File: src/mmc5_config.svh
// Mapper constants
`ifndef MMC5_CONFIG_SVH
`define MMC5_CONFIG_SVH

`define MMC5_REG_BASE         6'b010100   // $5000-$53FF
`define MMC5_EXRAM_BASE       6'b010111   // $5C00-$5FFF

// Offsets inside the register window
`define MMC5_REG_PRG_MODE     10'h100
`define MMC5_REG_CHR_MODE     10'h101
`define MMC5_REG_PROTECT_1    10'h102
`define MMC5_REG_PROTECT_2    10'h103
`define MMC5_REG_EXRAM_MODE   10'h104
`define MMC5_REG_MIRRORING    10'h105
`define MMC5_REG_PRG_RAM_BANK 10'h113
`define MMC5_REG_PRG_BANK_0   10'h114
`define MMC5_REG_PRG_BANK_1   10'h115
`define MMC5_REG_PRG_BANK_2   10'h116
`define MMC5_REG_PRG_BANK_3   10'h117
`define MMC5_REG_CHR_WIN      6'b010010   // Offset bits [9:4] of $5120-$512F
`define MMC5_REG_CHR_UPPER    10'h130
`define MMC5_REG_IRQ_LINE     10'h203
`define MMC5_REG_IRQ_STATUS   10'h204
`define MMC5_REG_MUL_A        10'h205
`define MMC5_REG_MUL_B        10'h206

`define MMC5_STATUS_ADDR      16'h5204
`define MMC5_MUL_LO_ADDR      16'h5205
`define MMC5_MUL_HI_ADDR      16'h5206
`define MMC5_PRG_RAM_START    16'h6000
`define MMC5_PRG_RAM_HIGH     6'b111100   // Save RAM sits at the top of the map
`define MMC5_CHR_HIGH         2'b10
`define MMC5_IRQ_LAST_LINE    8'd240
`define MMC5_NUM_CHR_BANKS    12
`define MMC5_EXRAM_DEPTH      1024

`endif
File: src/mmc5_pkg.sv
// Mapper shared types
package mmc5_pkg;

	// CPU side
	typedef logic [15:0] cpu_addr_t;
	typedef logic [7:0]  cpu_data_t;   // Also the expansion RAM byte

	// PPU side
	typedef logic [13:0] ppu_addr_t;
	typedef logic [8:0]  ppu_count_t;  // Cycle or scanline

	// Cart memory address, PRG and CHR alike
	typedef logic [21:0] map_addr_t;

	// Banking
	typedef logic [1:0]  bank_mode_t;
	typedef logic [7:0]  prg_bank_t;
	typedef logic [9:0]  chr_bank_t;   // Two upper bits from $5130 on top

	typedef logic [9:0]  exram_addr_t;

endpackage

File: src/scanline_irq.sv
// Scanline IRQ
`timescale 1ns/1ns
`include "mmc5_config.svh"

module scanline_irq (
	input  logic                 clk,
	input  logic                 rst,
	input  logic                 ppu_ce,
	input  mmc5_pkg::ppu_count_t ppu_scanline,
	input  mmc5_pkg::cpu_data_t  irq_line,
	input  logic                 irq_enable,
	input  logic                 irq_ack,
	output logic                 irq_pending,
	output logic                 irq
);

	logic irq_trig;       // Current line matches the compare value
	logic last_parity;    // Scanline bit 0 seen on the previous ppu_ce

	always_ff @(posedge clk) begin
		if (rst) begin
			irq_trig    <= 1'b0;
			last_parity <= 1'b0;
			irq_pending <= 1'b0;
		end else begin
			if (ppu_ce) begin
				irq_trig    <= (irq_line != 8'd0) && (irq_line < `MMC5_IRQ_LAST_LINE) &&
					(ppu_scanline == {1'b0, irq_line});
				last_parity <= ppu_scanline[0];
			end
			// Fires when the matched line ends
			if (irq_ack)
				irq_pending <= 1'b0;
			else if (ppu_ce && irq_trig && (ppu_scanline[0] != last_parity))
				irq_pending <= 1'b1;
		end
	end

	assign irq = irq_pending && irq_enable;

endmodule

File: config.mk
export PLATFORM = sky130hd
export DESIGN_NAME = scanline_irq
export DESIGN_NICKNAME = d
export VERILOG_FILES = /design/src/mmc5_pkg.sv /design/src/scanline_irq.sv
export VERILOG_INCLUDE_DIRS = /design/src /design/src/src
export SDC_FILE = /design/constraint.sdc
export NUM_CORES = 1
export LEC_CHECK = 0
export ABC_AREA = 1
export BUFFER_PORTS_ARGS = -buffer_cell sky130_fd_sc_hd__clkbuf_2
export CAP_MARGIN = 10
export CORE_AREA = 2 2 39 41
export CTS_BUF_LIST = sky130_fd_sc_hd__clkbuf_2 sky130_fd_sc_hd__clkbuf_4 sky130_fd_sc_hd__clkbuf_8
export DETAILED_ROUTE_END_ITERATION = 8
export DIE_AREA = 0 0 41 43
export PLACE_DENSITY_LB_ADDON = 0.1
export SYNTH_ARGS = -nofsm -noshare
export SYNTH_HDL_FRONTEND = slang
export SYNTH_SLANG_ARGS = --single-unit
File: constraint.sdc
create_clock -name clk -period 1.9 [get_ports clk]
set_input_delay 0.19 -clock clk [delete_from_list [all_inputs] [get_ports clk]]
set_output_delay 0.19 -clock clk [all_outputs]
set_load 0.1 [all_outputs]
# Yosys cells after proc, flatten, opt, wreduce, memory -nomap -nowiden
# Cells that the tools add are included.
# word_totals
out_inout_bits,2
register_bits,3
inputBits,22
# classes
reduce_logical,7
n_eq_ne,2
n_lt_le_gt_ge,1
# op_table
cell,n
$eq 9x8->1,1
$lt 8x8->1 const B,1
$reduce_bool 8->1,1
$logic_and 1x1->1,5
$reduce_or 2->1,1
$ne 1x1->1,1

# Longest topological paths before layout
# depth
word_depth,3
depth_mapped,8

# Worst setup path after synthesis
# No wires, ideal clock.
# synth_path
kind,reg2out
startpoint,register irq_pending
endpoint,output irq
n_path_buf,0
path_stages_with_launch,3
path_slack_ns,0.040
t_arrival_ns,1.670
cell_sequence,dfxtp_1 -> nand2_1 -> inv_1
# synth_between
elab_chain_cells,1
# synth_rtl
item,line_no,source
from (decl),scanline_irq.sv:13,"output logic irq_pending,"
from (signal assigned),scanline_irq.sv:24,irq_pending <= 1'b0;
from (signal assigned),scanline_irq.sv:33,irq_pending <= 1'b0;
from (signal assigned),scanline_irq.sv:35,irq_pending <= 1'b1;
$logic_and 1x1->1,scanline_irq.sv:39,assign irq = irq_pending && irq_enable;
to (decl),scanline_irq.sv:14,output logic irq
# Every way passes these cells.

# Worst setup path in the final report
# Same ends and word-level chain as after synthesis.

==> results by group <==
Floorplan
  • Chip height: 43 µm
  • Initial Util: 25.5%
  • Row count: 14
  • Core Area: 0.00138 mm²
  • Full die area: 0.00176 mm²
  • Die width: 41 µm
  • IO Pins: 24

Route
  • Vias: 465
  • Mean routed wirelength per cell: 6.19 µm
  • Vias per inst: 3.97
  • DRT antenna net count: 0
  • Total wire length: 724 µm
  • 1st-iter DRT viols: 2
  • TritonRoute pass-1 iters: 3
  • Post-route DRC: 0

Clock network
  • CTS Hold Buffers Added: 0
  • Post-CTS setup buffers: 0
  • H-tree Lvls: 1
  • Post-cts sizing count: 0
  • Root buffer cell: clkbuf_4
  • CTS tree: done
  • Sink Count: 3
  • Max clock buf depth: 2
  • CTS Buf Count: 3
  • Clk Latency, worst-skew pair: 0.23 ns
  • Register clock-pin slew on the reported worst setup and hold paths: 0.03 ns

Final layout
  • Post-layout instance count excluding filler cells: 117
  • Area growth syn-to-layout: 46.8%
  • Layout cells sized above 1: 30.7%
  • Area of the multi-input gates: 210 µm²
  • Most common cell after layout, fill and taps aside: nand2_1
  • Fillers: 178
  • Final instance area: 518 µm²
  • Commonest non-fill, non-tap cells in the layout: 30 x nand2_1, 23 x clkbuf_2, 20 x inv_1, 11 x nor2_1, 4 x clkbuf_4
  • Finished Core Util: 37.4%
  • FF/Latch Area: 60.1 µm²
  • Number of diodes: 0
  • Final nets: 124

Placement
  • Dpl ws: 0.835 ns
  • DP Wirelength: 676 µm
  • I/O Buffers: 23
  • RD Place Congestion: 0.664
  • Placed Instances: 113
  • DP Area: 488 µm²

Power and ir drop
  • Lkg Pwr: 0.354 nW
  • Design Power: 253 µW
  • Power Density: 488 mW/mm²
  • Maximum vdd drop: 0.171 mV

Worst hold path
  • Min-delay worst type: in2reg
  • Hold Path Stages: 2

Timing
  • Max frequency: 769 MHz
  • RSZ-0062 raised after global routing: no
  • Fin Clk Skew: 0.00148 ns
  • Worst slew pin tran: 0.538 ns
  • Hold slack final: 0.131 ns
  • Post-layout minimum cycle time: 1.30 ns
  • Final hold viol count: 0
  • Setup TNS: 0 ns
  • Final setup violation count: 0
  • Slew HR: 64.3%
  • Post-route worst setup slack: 0.600 ns
  • Period utilisation layout: 68.4%
  • Final Slew Violations: 0

Critical path
  • CP endpoint kind: output port
  • Worst r2r path cells: 3
  • Setup CP Type: reg2out
  • Slowest-stage cell, CP: clkbuf_2
  • CP bufs+invs: 2
  • Worst Setup Start Kind: flip-flop
  • CP cell instances: nand2_1 -> inv_1 -> clkbuf_2
  • CP Data Arrival Time: 1.11 ns
  • Worst Path Required: 1.71 ns
  • Crit-path max FO: 3
  • Critical Path Stages: 3
  • Delay-heaviest family, CP: buffers and inverters
  • Critical path's largest stage delay: 0.44 ns

Status
  • Outcome: completed

Yosys
  • Post-synth cell types: 10
  • FF+latch count, synth: 3
  • Syn Area/Cell: 4.77 µm²
  • Synth Instances: 74
  • Cell Area, Synth: 353 µm²
  • Yosys warnings: 0
  • Sequential-to-total area share from yosys stat: 17.0%
  • Syn nets: 96

Flow run
  • Max-cap viol count: 0

Global route
  • Global-route wire length before repair: 1.37 mm
  • Vias in the first global route: 404
  • Initial antenna violation count: 0
  • Largest net degree at the start of global routing: 5
  • Gr ovfl total: 0
  • Total GRT Usage: 10.8%
[cell type report]
class	count	area share [%]
inverter	22	15.9
tap	16	3.86
timing repair buffer	23	22.2
sequential	3	11.6
clock buffer	4	5.80
multi-input combinational	49	40.6
[power by group]
group	internal (mW)	total (mW)	switching, mW
Combinational	0.0303	0.0635	0.0332
Sequential	0.0649	0.0663	0.00137
Clock	0.0927	0.123	0.0305
Total	0.188	0.253	0.0650
[Yosys cell counts]
cell / instances / area, µm²
inv_1: 20 / 75.1
dfxtp_1: 3 / 60.1
nand2_1: 30 / 113
nand3_1: 2 / 10.0
a21oi_2: 2 / 17.5
inv_2: 2 / 7.51
nand4_1: 1 / 6.26
a211oi_1: 2 / 15.0
o211ai_1: 1 / 7.51
nor2_1: 11 / 41.3
[sequential cells by signal (all words and copies together), names as in the netlist]
signal	cells
irq_pending	1
last_parity	1
irq_trig	1
[worst reg2reg max path, stage by stage (launching register included)]
cell and delay (ns):
dfxtp_1 0.32, a21oi_2 0.11, o211ai_1 0.09, a211oi_1 0.21
[worst paths after layout]
path / start / end / slack [ns]
worst max-delay path: irq_pending / irq / 0.60
worst min-delay path: irq_ack / irq_pending / 0.13
worst max register to register: last_parity / irq_pending / 1.07
worst min register to register: irq_pending / irq_pending / 0.47
[per-layer routing]
| metal | up-vias | GRT usage (%) | wire length, µm |
|---|---|---|---|
| met1 | 185 | 12.7 | 320 |
| met3 | 0 | 1.57 | 61 |
| met2 | 13 | 17.5 | 342 |
| met4 | 0 | 6.00 | 0 |
| li1 | 267 | - | - |
| met5 | - | 0 | 0 |
[logic make-up after synthesis]
group           share of synthesized area [%]
compound gates                           11.3
buf+inv                                  23.4
flops                                    17.0
simple gates                             48.2
Note: power is estimated with default switching activity, not from simulation.
