### src/mmc5_config.svh
// Mapper constants
`ifndef MMC5_CONFIG_SVH
`define MMC5_CONFIG_SVH

`define MMC5_REG_BASE         6'b010100   // $5000-$53FF
`define MMC5_EXRAM_BASE       6'b010111   // $5C00-$5FFF

// Offsets inside the register window
`define MMC5_REG_PRG_MODE     10'h100
`define MMC5_REG_CHR_MODE     10'h101
`define MMC5_REG_PROTECT_1    10'h102
`define MMC5_REG_PROTECT_2    10'h103
`define MMC5_REG_EXRAM_MODE   10'h104
`define MMC5_REG_MIRRORING    10'h105
`define MMC5_REG_PRG_RAM_BANK 10'h113
`define MMC5_REG_PRG_BANK_0   10'h114
`define MMC5_REG_PRG_BANK_1   10'h115
`define MMC5_REG_PRG_BANK_2   10'h116
`define MMC5_REG_PRG_BANK_3   10'h117
`define MMC5_REG_CHR_WIN      6'b010010   // Offset bits [9:4] of $5120-$512F
`define MMC5_REG_CHR_UPPER    10'h130
`define MMC5_REG_IRQ_LINE     10'h203
`define MMC5_REG_IRQ_STATUS   10'h204
`define MMC5_REG_MUL_A        10'h205
`define MMC5_REG_MUL_B        10'h206

`define MMC5_STATUS_ADDR      16'h5204
`define MMC5_MUL_LO_ADDR      16'h5205
`define MMC5_MUL_HI_ADDR      16'h5206
`define MMC5_PRG_RAM_START    16'h6000
`define MMC5_PRG_RAM_HIGH     6'b111100   // Save RAM sits at the top of the map
`define MMC5_CHR_HIGH         2'b10
`define MMC5_IRQ_LAST_LINE    8'd240
`define MMC5_NUM_CHR_BANKS    12
`define MMC5_EXRAM_DEPTH      1024

`endif
### src/mmc5_pkg.sv
// Mapper shared types
package mmc5_pkg;

	// CPU side
	typedef logic [15:0] cpu_addr_t;
	typedef logic [7:0]  cpu_data_t;   // Also the expansion RAM byte

	// PPU side
	typedef logic [13:0] ppu_addr_t;
	typedef logic [8:0]  ppu_count_t;  // Cycle or scanline

	// Cart memory address, PRG and CHR alike
	typedef logic [21:0] map_addr_t;

	// Banking
	typedef logic [1:0]  bank_mode_t;
	typedef logic [7:0]  prg_bank_t;
	typedef logic [9:0]  chr_bank_t;   // Two upper bits from $5130 on top

	typedef logic [9:0]  exram_addr_t;

endpackage

### src/prg_bank_map.sv
// PRG address mapping
`timescale 1ns/1ns
`include "mmc5_config.svh"

module prg_bank_map (
	input  mmc5_pkg::cpu_addr_t  prg_ain,
	input  logic                 prg_write,
	input  mmc5_pkg::bank_mode_t prg_mode,
	input  logic [2:0]           prg_ram_bank,
	input  mmc5_pkg::prg_bank_t  prg_banks [4],
	input  logic                 ram_write_ok,
	output mmc5_pkg::map_addr_t  prg_aout,
	output logic                 prg_allow
);

	mmc5_pkg::prg_bank_t prg_sel;   // Bit 7 set means ROM

	always_comb begin
		casez ({prg_mode, prg_ain[15:13]})
			5'b00_1??: prg_sel = {1'b1, prg_banks[3][6:2], prg_ain[14:13]};  // 32 KB
			5'b01_10?: prg_sel = {prg_banks[1][7:1], prg_ain[13]};           // 16 KB low
			5'b01_11?: prg_sel = {1'b1, prg_banks[3][6:1], prg_ain[13]};     // 16 KB high
			5'b10_10?: prg_sel = {prg_banks[1][7:1], prg_ain[13]};
			5'b10_110: prg_sel = prg_banks[2];
			5'b10_111: prg_sel = {1'b1, prg_banks[3][6:0]};
			5'b11_100: prg_sel = prg_banks[0];                               // 8 KB slots
			5'b11_101: prg_sel = prg_banks[1];
			5'b11_110: prg_sel = prg_banks[2];
			5'b11_111: prg_sel = {1'b1, prg_banks[3][6:0]};
			default:   prg_sel = {5'b00000, prg_ram_bank};                   // $6000-$7FFF RAM
		endcase
	end

	// 8 KB pages, ROM banks at the bottom and RAM at the fixed top
	assign prg_aout = {prg_sel[7] ? {2'b00, prg_sel[6:0]} : {`MMC5_PRG_RAM_HIGH, prg_sel[2:0]},
		prg_ain[12:0]};

	assign prg_allow = (prg_ain >= `MMC5_PRG_RAM_START) &&
		(!prg_write || (!prg_sel[7] && ram_write_ok));

endmodule

### config.mk
export PLATFORM = sky130hd
export DESIGN_NAME = prg_bank_map
export DESIGN_NICKNAME = d
export VERILOG_FILES = /design/src/mmc5_pkg.sv /design/src/prg_bank_map.sv
export VERILOG_INCLUDE_DIRS = /design/src /design/src/src
export SDC_FILE = /design/constraint.sdc
export NUM_CORES = 1
export LEC_CHECK = 0
export ABC_AREA = 0
export BUFFER_PORTS_ARGS = -buffer_cell sky130_fd_sc_hd__buf_4
export CORE_MARGIN = 2
export CORE_UTILIZATION = 30
export DETAILED_ROUTE_END_ITERATION = 8
export MAX_ROUTING_LAYER = met4
export PLACE_DENSITY_LB_ADDON = 0.12
export SYNTH_ARGS = -nofsm -noshare
export SYNTH_HDL_FRONTEND = slang
export SYNTH_SLANG_ARGS = --single-unit
### constraint.sdc
create_clock -name vclk -period 1.6
set_clock_uncertainty 0.1 [all_clocks]
set_input_delay 0.24 -clock vclk [all_inputs]
set_output_delay 0.24 -clock vclk [all_outputs]
set_load 0.05 [all_outputs]
# Yosys cells after proc, flatten, opt, wreduce, memory -nomap -nowiden
# Cells that the tools add are included.
# classes
reduce_logical	8
n_shift	0
eq_ne	10
n_lt_le_gt_ge	1
add_sub_neg	0
div_mod_pow	0
bitwise	0
multipliers	0
muxes	2
# op_table
op	n
$pmux W8 S7	1
$eq A5 B5 Y1 const B	6
$ge A16 B15 Y1 const B	1
$mux W9	1
$eq A4 B3 Y1 const B	2
$reduce_or A2 Y1	3
$eq A4 B4 Y1 const B	1
$eq A3 B1 Y1 const B	1
$logic_and A1 B1 Y1	2
$logic_not A1 Y1	2
$logic_or A1 B1 Y1	1
# word_totals
regBits	0
memories	0
word_cells	21
inputBits	55
latchBits	0
output_inout_bits	23
romBits	0
ram_bits	0

# Depth between registers and ports, before layout
# logic_depth
word_depth	7
ltp_mapped	5
mapped_depth_nobuf	4

# Worst setup path before layout
# Ideal clock, no wire load.
# synth_path
path_kind	input to output
start	input prg_mode[1]
end	output prg_aout[16]
path_buffers	1
stages	5
t_required_ps	1260
arrival_time_ps	1916
slack_ps	-656
path_cell_list	buf_6 -> nor2b_2 -> o21ai_1 -> a31oi_2 -> a21oi_1
# synth_via
elab_chain_len	4
word_cells_on_any_way	15
classes_between	10 x eq/ne; 2 x mux; 3 x reduce/logical
# synth_lines
element	line	text
start: declaration	prg_bank_map.sv:8	input mmc5_pkg::bank_mode_t prg_mode,
$eq A5 B5 Y1, or another cell as far along	prg_bank_map.sv:19	casez ({prg_mode, prg_ain[15:13]})
$reduce_or A2 Y1 (no line)	n/a	
$pmux W8 S7 (*)	prg_bank_map.sv:19	
$mux W9 (*)	prg_bank_map.sv:35	assign prg_aout = {prg_sel[7] ? {2'b00, prg_sel[6:0]} : {`MMC5_PRG_RAM_HIGH, prg_sel[2:0]},
end: declaration	prg_bank_map.sv:12	output mmc5_pkg::map_addr_t prg_aout,
# Mark *: on every way between the ends. The rest lies on a longest branch, timed or not.

# Worst setup path in the final report
# layout_path
start	input prg_mode[0]
end	output prg_aout[18]
# The elaborated chain is that of the path after synthesis.

==> metrics.cfg <==
[global_routing]
antenna_found_initial = 0
grt_max_degree = 9
grt_pass1_wl_um = 3310
grtUsageTotal_pct = 21.7
grt_pass1_vias = 834
grt_overflow = 0

[timing]
max_freq_mhz = 553
rsz0062_at_grt = yes
post-route-worst-setup-slack_ps = -207
hold_viol = 0
timing.final.crit_period_ps = 1810
slew_headroom_pct = 77.5
slew_viol_final = 0
setup-violations-final = 9
tightest_slew_ps = 338
fin_crit_sh_pct = 113

[floorplanning]
io_pins = 78
die_area_um2 = 1970
start_util_pct = 32.0
rows = 14
dieWidth_um = 44.3
coreArea_um2 = 1520
dieHeight_um = 44.3

[setup_path]
critPathLaunchType = primary input
worstPathArrival_ps = 1470
critPathRequiredTime_ps = 1260
worstSetupPathType = primary input to output pin
worstPathMaxFanout = 6
critPathCaptureType = output pin

[status]
status = finished, violations left
violations = negative setup slack

[place]
place_area_um2 = 1020
port_buffers = 51
dpl.cell_count = 141
dp_hpwl_um = 1660
gp_congestion = 0.782

[logic_synthesis]
syn_area_per_cell_um2 = 7.07
seq_area_frac_synth_pct = 0
synth_fp_nets = 124
yosys_warnings = 0
syn-instance-count = 69
ys_types = 30
netlist_area_um2 = 488

[layout]
drive_above_1_share_pct = 79.2
stdcell_area_um2 = 1210
fin_cells = 146
layout.nets = 187
post-route-util_pct = 79.6
syn_to_final_growth_pct = 149
seq_cell_count = 0
seqCellArea_um2 = 0
antenna_cells = 0
nClkBuffers = 0
nFillCells = 105

[power]
total_power_mw = 0.424
pwr_density_cell_nw_per_um2 = 349
ir_drop_mv = 0.190
leakagePower_nw = 0.566

[routing]
dr.first_iter.drc_count = 21
ant_nets = 0
viasPerCell = 5.39
wl_per_cell_um = 15.0
drtPass1Iterations = 4
route.detailed.drc = 0
finalWirelength_um = 2190
vias = 787

[run]
max_cap_viol_count = 0

[min_path]
hold_class = primary input to output pin

[clock_tree]
hold_buffers = 0

-- synthesized netlist by cell type (all sizes together) --
master	n	share of area, %
buf	17	27
nand2	7	5.4
a21oi	6	6.2
nor2	6	6.2
a222oi	5	10
nand3b	5	8.5
a31oi	3	5.1
nor2b	3	5.9
o21ai	3	3.8
inv	2	1.5
nand2b	2	2.6
a211oi	1	1.5
a21bo	1	2.1
a221oi	1	1.8
a22o	1	1.8
a311o	1	2.1
mux2i	1	2.1
nand3	1	1.0
nor3b	1	1.5
o2111a	1	2.3
o22ai	1	1.3
-- final timing paths --
kind | start | to | depth (start not counted)
max | prg_mode[0] | prg_aout[18] | 6
min | prg_ain[1] | prg_aout[1] | 0
-- cells by family (layout without fill, tap and decap cells) --
family / Yosys count / after routing / share of synthesized area, %
AND/OR/NAND/NOR: 25 / 25 / 31.0
AO/OA/AOI/OAI: 24 / 24 / 38.2
buffers and inverters: 19 / 80 / 28.7
multiplexers: 1 / 1 / 2.05
-- area by class of cell --
class	instances	area, um^2	share of cell area, %
timing repair buffer	78	681	56.1
inverter	2	10.0	0.825
multi-input combinational	50	503	41.4
tap	16	20.0	1.65
-- worst max-delay path: stages --
cell      delay [ps]
buf_8            100
buf_4            120
o2111a_2         290
a222oi_1         340
nand3b_1         180
buf_6            190
-- placed cells by master (no fill, tap or decap), types with 2 or more instances in the layout --
cell	instances
buf_4	59
buf_6	14
nand2_1	6
a222oi_1	5
nand3b_1	4
buf_8	4
nor2b_4	3
nor2_1	3
a31oi_4	3
a21oi_4	3
o21ai_2	2
nor2_4	2
a21oi_2	2
-- where the power goes --
part / internal [mW] / total, mW / switching [mW]
registers: 0 / 0 / 0
clock network: 0 / 0 / 0
logic: 0.223 / 0.424 / 0.201
total: 0.223 / 0.424 / 0.201
-- per-layer routing --
metal	track usage [%]	share of wire, %	up-vias	wire length [um]
met5	-	0	-	0
li1	-	-	374	-
met1	22.2	34	367	750
met4	4.24	1.6	0	36
met3	1.22	6.9	10	150
met2	44.4	57	36	1250
-- timing repair --
item | 4_1_cts | 5_1_grt
resized for setup | 25 | 11
cloned | 0 | 0
pin swaps | 13 | 7
buffers inserted | 2 | 3
setup endpoints to repair | 10 | 10
-- stage by stage --
stage	hold WS (ps)	TNS, ps	setup WS (ps)
2_1_floorplan	479	-808	-222
3_3_place_gp	380	-1130	-167
3_5_place_dp	380	-1270	-173
4_1_cts	380	-486	-103
5_1_grt	380	-1380	-232
6_report	380	-844	-207
Note: power is estimated with default switching activity, not from simulation.
