[src/mmc5_config.svh]
// Mapper constants
`ifndef MMC5_CONFIG_SVH
`define MMC5_CONFIG_SVH

`define MMC5_REG_BASE         6'b010100   // $5000-$53FF
`define MMC5_EXRAM_BASE       6'b010111   // $5C00-$5FFF

// Offsets inside the register window
`define MMC5_REG_PRG_MODE     10'h100
`define MMC5_REG_CHR_MODE     10'h101
`define MMC5_REG_PROTECT_1    10'h102
`define MMC5_REG_PROTECT_2    10'h103
`define MMC5_REG_EXRAM_MODE   10'h104
`define MMC5_REG_MIRRORING    10'h105
`define MMC5_REG_PRG_RAM_BANK 10'h113
`define MMC5_REG_PRG_BANK_0   10'h114
`define MMC5_REG_PRG_BANK_1   10'h115
`define MMC5_REG_PRG_BANK_2   10'h116
`define MMC5_REG_PRG_BANK_3   10'h117
`define MMC5_REG_CHR_WIN      6'b010010   // Offset bits [9:4] of $5120-$512F
`define MMC5_REG_CHR_UPPER    10'h130
`define MMC5_REG_IRQ_LINE     10'h203
`define MMC5_REG_IRQ_STATUS   10'h204
`define MMC5_REG_MUL_A        10'h205
`define MMC5_REG_MUL_B        10'h206

`define MMC5_STATUS_ADDR      16'h5204
`define MMC5_MUL_LO_ADDR      16'h5205
`define MMC5_MUL_HI_ADDR      16'h5206
`define MMC5_PRG_RAM_START    16'h6000
`define MMC5_PRG_RAM_HIGH     6'b111100   // Save RAM sits at the top of the map
`define MMC5_CHR_HIGH         2'b10
`define MMC5_IRQ_LAST_LINE    8'd240
`define MMC5_NUM_CHR_BANKS    12
`define MMC5_EXRAM_DEPTH      1024

`endif
[src/mmc5_pkg.sv]
// Mapper shared types
package mmc5_pkg;

	// CPU side
	typedef logic [15:0] cpu_addr_t;
	typedef logic [7:0]  cpu_data_t;   // Also the expansion RAM byte

	// PPU side
	typedef logic [13:0] ppu_addr_t;
	typedef logic [8:0]  ppu_count_t;  // Cycle or scanline

	// Cart memory address, PRG and CHR alike
	typedef logic [21:0] map_addr_t;

	// Banking
	typedef logic [1:0]  bank_mode_t;
	typedef logic [7:0]  prg_bank_t;
	typedef logic [9:0]  chr_bank_t;   // Two upper bits from $5130 on top

	typedef logic [9:0]  exram_addr_t;

endpackage

[src/chr_bank_map.sv]
// CHR address and nametable mapping
`timescale 1ns/1ns
`include "mmc5_config.svh"

module chr_bank_map (
	input  mmc5_pkg::ppu_addr_t  chr_ain,
	input  mmc5_pkg::bank_mode_t chr_mode,
	input  mmc5_pkg::chr_bank_t  chr_banks [`MMC5_NUM_CHR_BANKS],
	input  logic                 chr_last,
	input  mmc5_pkg::cpu_data_t  mirroring,
	input  logic                 ppu_in_frame,
	input  logic                 ppu_sprite16,
	input  mmc5_pkg::ppu_count_t ppu_cycle,
	output mmc5_pkg::map_addr_t  chr_aout,
	output logic                 vram_a10,
	output logic                 vram_ce
);

	logic                is_bg_fetch;
	logic                chr_set;      // 0 = $5120-$5127, 1 = $5128-$512B
	mmc5_pkg::chr_bank_t chr_sel;      // 1 KB page number
	logic [1:0]          mirr_bits;

	// Sprite patterns are fetched on cycles 256-319
	assign is_bg_fetch = !(ppu_cycle[8] && !ppu_cycle[6]);
	assign chr_set     = (ppu_sprite16 && ppu_in_frame) ? is_bg_fetch : chr_last;

	always_comb begin
		casez ({chr_mode, chr_ain[12:10], chr_set})
			6'b00_???_0: chr_sel = {chr_banks[7][6:0], chr_ain[12:10]};   // 8 KB
			6'b00_???_1: chr_sel = {chr_banks[11][6:0], chr_ain[12:10]};
			6'b01_0??_0: chr_sel = {chr_banks[3][7:0], chr_ain[11:10]};   // 4 KB
			6'b01_1??_0: chr_sel = {chr_banks[7][7:0], chr_ain[11:10]};
			6'b01_???_1: chr_sel = {chr_banks[11][7:0], chr_ain[11:10]};
			6'b10_00?_0: chr_sel = {chr_banks[1][8:0], chr_ain[10]};      // 2 KB
			6'b10_01?_0: chr_sel = {chr_banks[3][8:0], chr_ain[10]};
			6'b10_10?_0: chr_sel = {chr_banks[5][8:0], chr_ain[10]};
			6'b10_11?_0: chr_sel = {chr_banks[7][8:0], chr_ain[10]};
			6'b10_?0?_1: chr_sel = {chr_banks[9][8:0], chr_ain[10]};
			6'b10_?1?_1: chr_sel = {chr_banks[11][8:0], chr_ain[10]};
			6'b11_???_0: chr_sel = chr_banks[chr_ain[12:10]];             // 1 KB, eight slots
			default:     chr_sel = chr_banks[{2'b10, chr_ain[11:10]}];    // Set B repeats per 4 KB
		endcase
	end

	assign chr_aout = {`MMC5_CHR_HIGH, chr_sel, chr_ain[9:0]};

	// Quadrant field, 00 = VRAM page A, 01 = page B, 1x = not internal VRAM
	assign mirr_bits = mirroring[{chr_ain[11:10], 1'b0} +: 2];
	assign vram_a10  = mirr_bits[0];
	assign vram_ce   = chr_ain[13] && !mirr_bits[1];

endmodule

[config.mk]
export PLATFORM = sky130hd
export DESIGN_NAME = chr_bank_map
export DESIGN_NICKNAME = d
export VERILOG_FILES = /design/src/mmc5_pkg.sv /design/src/chr_bank_map.sv
export VERILOG_INCLUDE_DIRS = /design/src /design/src/src
export SDC_FILE = /design/constraint.sdc
export NUM_CORES = 1
export LEC_CHECK = 0
export BUFFER_PORTS_ARGS = -buffer_cell sky130_fd_sc_hd__buf_2
export CAP_MARGIN = 40
export CELL_PAD_IN_SITES_DETAIL_PLACEMENT = 0
export CELL_PAD_IN_SITES_GLOBAL_PLACEMENT = 1
export CORE_MARGIN = 5
export CORE_UTILIZATION = 28
export DETAILED_ROUTE_END_ITERATION = 8
export PLACE_DENSITY_LB_ADDON = 0.25
export SETUP_SLACK_MARGIN = 0.5
export SYNTH_ARGS = -nofsm -noshare
export SYNTH_HDL_FRONTEND = slang
export SYNTH_SLANG_ARGS = --single-unit
[constraint.sdc]
create_clock -name vclk -period 3.4
set_input_delay 0 -clock vclk [all_inputs]
set_output_delay 0 -clock vclk [all_outputs]
set_load 0.01 [all_outputs]
After elaboration in Yosys (flattened, before gate mapping)
Index checks and enable logic that the tools add are counted.

storage, ports and cells
  register bits = 0
  bits of input ports = 156
  output and inout port bits = 24
  logic and storage cells = 31

operators by class
  magnitude comparators = 2
  eq/ne operators = 11
  shifts and indexed selects = 1
  multiplexer cells = 8
  bitwise gates (word level) = 2
  reductions and logical operators = 7

operators by type and width
  cell                                                                                  number
  10-bit one-hot mux with 12 select lines                                               1
  10-bit binary-select mux with 4-bit select                                            2
  10-bit two-way mux                                                                    4
  5-bit equality test (second input constant)                                           4
  4-bit by 3-bit equality test with 1-bit output (second input constant)                2
  4-bit equality test (second input constant)                                           2
  8-bit by 4-bit indexed part select with 2-bit output                                  1
  4-bit by 5-bit greater-or-equal comparator with 1-bit output (second input constant)  1
  5-bit greater-or-equal comparator (second input constant)                             1
  4-bit inverter with 5-bit output                                                      1
  3-bit inverter with 4-bit output                                                      1
  3-bit by 1-bit equality test with 1-bit output (second input constant)                1
  3-bit by 2-bit equality test with 1-bit output (second input constant)                1
  3-bit equality test (second input constant)                                           1
  1-bit logical AND                                                                     3
  1-bit zero test                                                                       3
  3-bit zero test                                                                       1
  1-bit two-way mux                                                                     1

Depth between registers and ports, before layout
Gate-level depths: netlist of run 1.

  depth after elaboration = 6
  gate-level depth with buffers = 8
  gate-level depth less buffers = 5

Worst setup path after synthesis of run 1
OpenSTA, ideal clock, no wires.

  path type = input-to-output
  start = input port chr_ain[11]
  end = output port chr_aout[15]
  arrival = 1276 ps
  required time = 3400 ps
  setup slack = 2124 ps
  stages = 5
  path buffers = 2
  cell sequence = buf_6 -> buf_6 -> mux2_1 -> mux4_2 -> o32a_1

between the ends
  cells in the longest elaborated chain, start to end = 5
  elaborated cells between the ends (all ways) = 15
  those cells by class = eq/ne (6); mux (7); bitwise (2)

ends and longest elaborated chain
  item                                                                                                               RTL line                                RTL
  start: declaration                                                                                                 chr_bank_map.sv:6                       input mmc5_pkg::ppu_addr_t chr_ain,
  4-bit inverter with 5-bit output (implied by the code) / 3-bit inverter with 4-bit output (equally long branches)  chr_bank_map.sv:42, chr_bank_map.sv:41
  10-bit binary-select mux with 4-bit select, on equally long branches                                               chr_bank_map.sv:42, chr_bank_map.sv:41
  10-bit two-way mux, on equally long branches (2 in series)                                                         chr_bank_map.sv:42, chr_bank_map.sv:41
  10-bit one-hot mux with 12 select lines *                                                                          chr_bank_map.sv:29                      casez ({chr_mode, chr_ain[12:10], chr_set})
  end: declaration                                                                                                   chr_bank_map.sv:14                      output mmc5_pkg::map_addr_t chr_aout,

Mark *: on every way between the ends. The rest lies on a longest branch, timed or not. The select of a mux whose other input is x is not followed.

Worst setup path after layout of run 1
Ends and elaborated chain as after synthesis.

==> flow_summary.ini, run 1 <==
[status]
status = finished, final reports clean

[power]
internal_power_uw = 190.8
pwr-share-clk_pct = 0
seq_power_share_pct = 0
leakagePower_uw = 0.001274
p_sw_uw = 172.7
p_comb_share_pct = 100.0
vdd_drop_max_mv = 0.05282
p_per_area_nw_per_um2 = 133.3
p_sw_share_pct = 47.50

[worst_hold_path]
hold_path.class = in2out
min_path_cells = 0
hold_start = chr_ain[7]
min_to = chr_aout[7]

[global_routing]
grt_max_degree = 37
grt_antenna_before_repair = 0
track_usage_pct = 16.98
gr-total-overflow = 0
grt_first_pass_wirelength_um = 12300
grt_pass1_vias = 2564

[clock_tree]
post_cts_buffers = 0
cts_hold_buf = 0
ctsResizeCount = 0

[routing]
wl_met2_um = 4127
first_pass_iters = 4
routed-via-count = 2464
routedWlPerCell_um = 17.47
highest_layer = met4
drt-vias-per-instance = 5.310
drt_first_iter_violations = 92
dr_wl_met3_um = 673
drt_drc_violations_left = 0
ant_nets = 0
wl_um = 8104
wl_met1_um = 3247

[synth]
syn_area_um2 = 2014
synth_cells = 243
synth_warnings = 0
yosys.area.top_type_share_pct = 26.83
avgSynthCellArea_um2 = 8.290
yosysTopAreaCell = mux4_2
synth.distinct_cells = 50
synth_area_leaders = mux4_2 27%, mux2i_1 11%, buf_4 5.6%
syn_nets = 399
ys_seq_area_share_pct = 0

[worst_setup_path]
path_max_fanout = 28
cp-start-kind = input port
crit_path_end_kind = output pin
worstPathRequired_ns = 3.40
critical_path_arrival_ns = 2.13
crit_type = in2out

[place]
dpl.hpwl_um = 6657
portBuffers = 151
gp_congestion = 0.8430

[final_layout]
n_clock_buffer = 0
final_cell_mix = 151 x buf_2, 29 x nand2_1, 24 x mux4_2
final_common_cell = buf_2
drive_gt1_share_pct = 51.51
seq_cell_count = 0
filler_cell_count = 801
syn_to_final_growth_pct = 35.34
final_core_util_pct = 38.20
ff_latch_area_um2 = 0
nets = 523
diodes = 0

[sta]
rsz0062_at_grt = no
slew_headroom_pct = 49.49
finalHoldViolCount = 0
setup_violations = 0
min_period_ns = 2.131
report.final.slew_viol_count = 0
tightestPinTransition_ns = 0.7576
fmax_mhz = 469.2
timing.setup.tns_ns = 0
hold_ws_ns = 0.000003929
post-route-period-util_pct = 62.69

[floorplan]
num_rows = 31
die_x_um = 94.82
start_util_pct = 28.23
pin_count = 180
die_area_um2 = 8991
coreArea_um2 = 7137
die_h_um = 94.82

[flow_run]
maxCapViolations = 0
[worst max path at each step]
stage	from	end	slack [ns]
4_1_cts	chr_ain[11]	chr_aout[15]	1.21
3_5_place_dp	chr_ain[11]	chr_aout[15]	1.23
6_report	chr_ain[11]	chr_aout[15]	1.27
3_3_place_gp	chr_ain[12]	chr_aout[16]	1.16
5_1_grt	chr_ain[11]	chr_aout[11]	1.07
2_1_floorplan	chr_ain[11]	chr_aout[15]	2.12
[logic make-up after synthesis]
group,share of synthesized area (%)
buffers and inverters,11.55
AOI/OAI and AO/OA,21.49
muxes,47.45
other,0.3728
and+or+nand+nor,19.13
[per-stage QoR]
step	power (uW)	instances	worst slack [ns]	instance area (um2)
final	363.5	464	1.269	2726
after global routing	400.0	464	1.074	2726
after CTS	368.6	464	1.213	2726
after detailed placement	367.4	464	1.226	2726
after global placement	362.1	463	1.157	2706
after floorplan	232.0	243	2.124	2014
[critical path, cell delays in order]
cell	delay (ns)
buf_2	0.57
clkinv_1	0.50
nand2_1	0.19
o21ai_0	0.09
o31a_1	0.28
o32a_1	0.32
buf_2	0.15
[layout make-up]
class / count / area [um2] / share of cell area (%)
well taps: 99 / 123.9 / 4.543
multi-input cells: 205 / 1782 / 65.35
repair buffers: 156 / 805.8 / 29.55
inverters: 4 / 15.01 / 0.5507
[synthesized netlist by cell type, drive strengths merged (4+ instances only)]
cell,n
a21oi,13
mux2,8
mux2i,22
nor3,5
nand2,29
mux4,28
nor2b,7
nand2b,5
o21ai,15
buf,33
nand3,7
nor2,16
a31oi,4
o22ai,7
[metal layers]
layer  vias to the layer above  GRT usage (%)
met1                      1148          20.97
met2                       115          32.18
met3                         6          2.311
li1                       1195              -
met4                         0          1.563
met5                         -              0
[power groups by stage]
| stage | clock (uW) | sequential [uW] | combinational [uW] |
|---|---|---|---|
| after global placement | 0 | 0 | 362 |
| after global routing | 0 | 0 | 400 |
| after detailed placement | 0 | 0 | 367 |
| final | 0 | 0 | 363 |
| after floorplan | 0 | 0 | 232 |
| after CTS | 0 | 0 | 369 |
Note: power is estimated with default switching activity, not from simulation.
==> run 2: changes to the inputs <==
CORE_UTILIZATION = 26   (was 28)
clock period = 2.1 ns   (was 3.4 ns; I/O delays follow)
==> flow_summary.ini, run 2 (synthesis gave the netlist of run 1 again) <==
[power]
vdd_drop_max_mv = 0.08672
pwr-share-clk_pct = 0
internal_power_uw = 338.0
p_sw_uw = 293.2
p_comb_share_pct = 100.0
p_sw_share_pct = 46.45
p_per_area_nw_per_um2 = 216.8
leakagePower_uw = 0.001357
seq_power_share_pct = 0

[routing]
drt_drc_violations_left = 0
drt-vias-per-instance = 5.297
ant_nets = 0
drt_first_iter_violations = 103
first_pass_iters = 4
wl_um = 8494
routed-via-count = 2553
routedWlPerCell_um = 17.62

[floorplan]
coreArea_um2 = 7647
die_x_um = 98.02
num_rows = 32
start_util_pct = 26.34
pin_count = 180
die_area_um2 = 9608
die_h_um = 98.02

[worst_setup_path]
path_cells = buf_6 > buf_6 > mux4_2 > mux2i_1 > o21ai_0 > o22a_1 > buf_2
critPathMaxStageDelay_ns = 0.50
crit_path_end_kind = output pin
worstPathRequired_ns = 2.10
path_max_fanout = 17
crit_type = in2out
cpMostUsedCell = buf_6
critical-path-slowest-cell = mux4_2
cp-start-kind = input port
critical_path_arrival_ns = 1.52

[final_layout]
syn_to_final_growth_pct = 44.53
final_common_cell = buf_2
nets = 538
seq_cell_count = 0
n_clock_buffer = 0
ff_latch_area_um2 = 0
final_cell_mix = 147 x buf_2, 29 x nand2_1, 24 x mux4_2
drive_gt1_share_pct = 55.79
diodes = 0

[place]
portBuffers = 151
gp_congestion = 0.8202
place_ws_ns = 0.2528
dpl.hpwl_um = 7284

[flow_run]
maxCapViolations = 0

[global_routing]
track_usage_pct = 17.18
gr-total-overflow = 0
grt_antenna_before_repair = 0
grt_first_pass_wirelength_um = 13840
grt_pass1_vias = 2745
grt_max_degree = 20

[sta]
rsz0062_at_grt = yes
report.final.slew_viol_count = 0
post-route-period-util_pct = 72.27
timing.setup.tns_ns = 0
fmax_mhz = 658.9
min_period_ns = 1.518
setup_violations = 0
setup_ws_ns = 0.5823
finalHoldViolCount = 0

[status]
status = finished, final reports clean

[worst_hold_path]
hold_path.class = in2out
==> run 2: power groups by stage <==
| stage | Combinational (uW) | Clock, uW | Sequential [uW] |
|---|---|---|---|
| 6_report | 631 | 0 | 0 |
| 5_1_grt | 695 | 0 | 0 |
| 4_1_cts | 627 | 0 | 0 |
| 3_5_place_dp | 618 | 0 | 0 |
| 3_3_place_gp | 615 | 0 | 0 |
| 2_1_floorplan | 376 | 0 | 0 |
==> run 2: final cells by class <==
type,count,area (um2)
timing repair buffer,171,947.2
tap,102,127.6
inverter,4,20.02
multi-input combinational,205,1817
fill,830,4736
==> run 2: critical path: cells and delay by family <==
kind                   cells  cell delay [ns]
muxes                      2             0.69
AOI/OAI and AO/OA          2             0.32
buffers and inverters      3             0.52
==> run 2: stage by stage <==
step | hold slack, ns | util, % | instance area [um2] | total power (uW) | std cells
global route | 0.00001682 | 38.07 | 2912 | 695.5 | 482
CTS | 0.00006862 | 37.45 | 2864 | 626.9 | 482
finish | 0.000003588 | 38.07 | 2912 | 631.2 | 482
floorplan | 0.09177 | - | 2014 | 375.7 | 243
detailed placement | 0.00006862 | 36.98 | 2828 | 617.5 | 480
global placement | 0.00006862 | 36.98 | 2828 | 615.2 | 480
==> run 2: path summary, 6_finish.rpt <==
kind,startpoint,cells after the start,endpoint,slack (ns)
min,chr_ain[5],0,chr_aout[5],0.000004
max,chr_ain[12],7,chr_aout[16],0.58
==> run 2: layer usage <==
metal  part of all wire, %  up-vias  routed length (um)  track usage (%)
met2                    51      113                4302            31.73
met1                    41     1206                3515            21.91
li1                      -     1230                   -                -
met4                  0.42        0                  36           0.8520
met3                   7.5        4                 640            2.929
met5                     0        -                   0                0
==> run 2: timing repair <==
item / in CTS / in global routing
pin swaps: 0 / 0
gates resized for setup: 8 / 11
endpoints found under the setup margin: 9 / 9
setup buffers: 2 / 0
hold buffers: 0 / 0
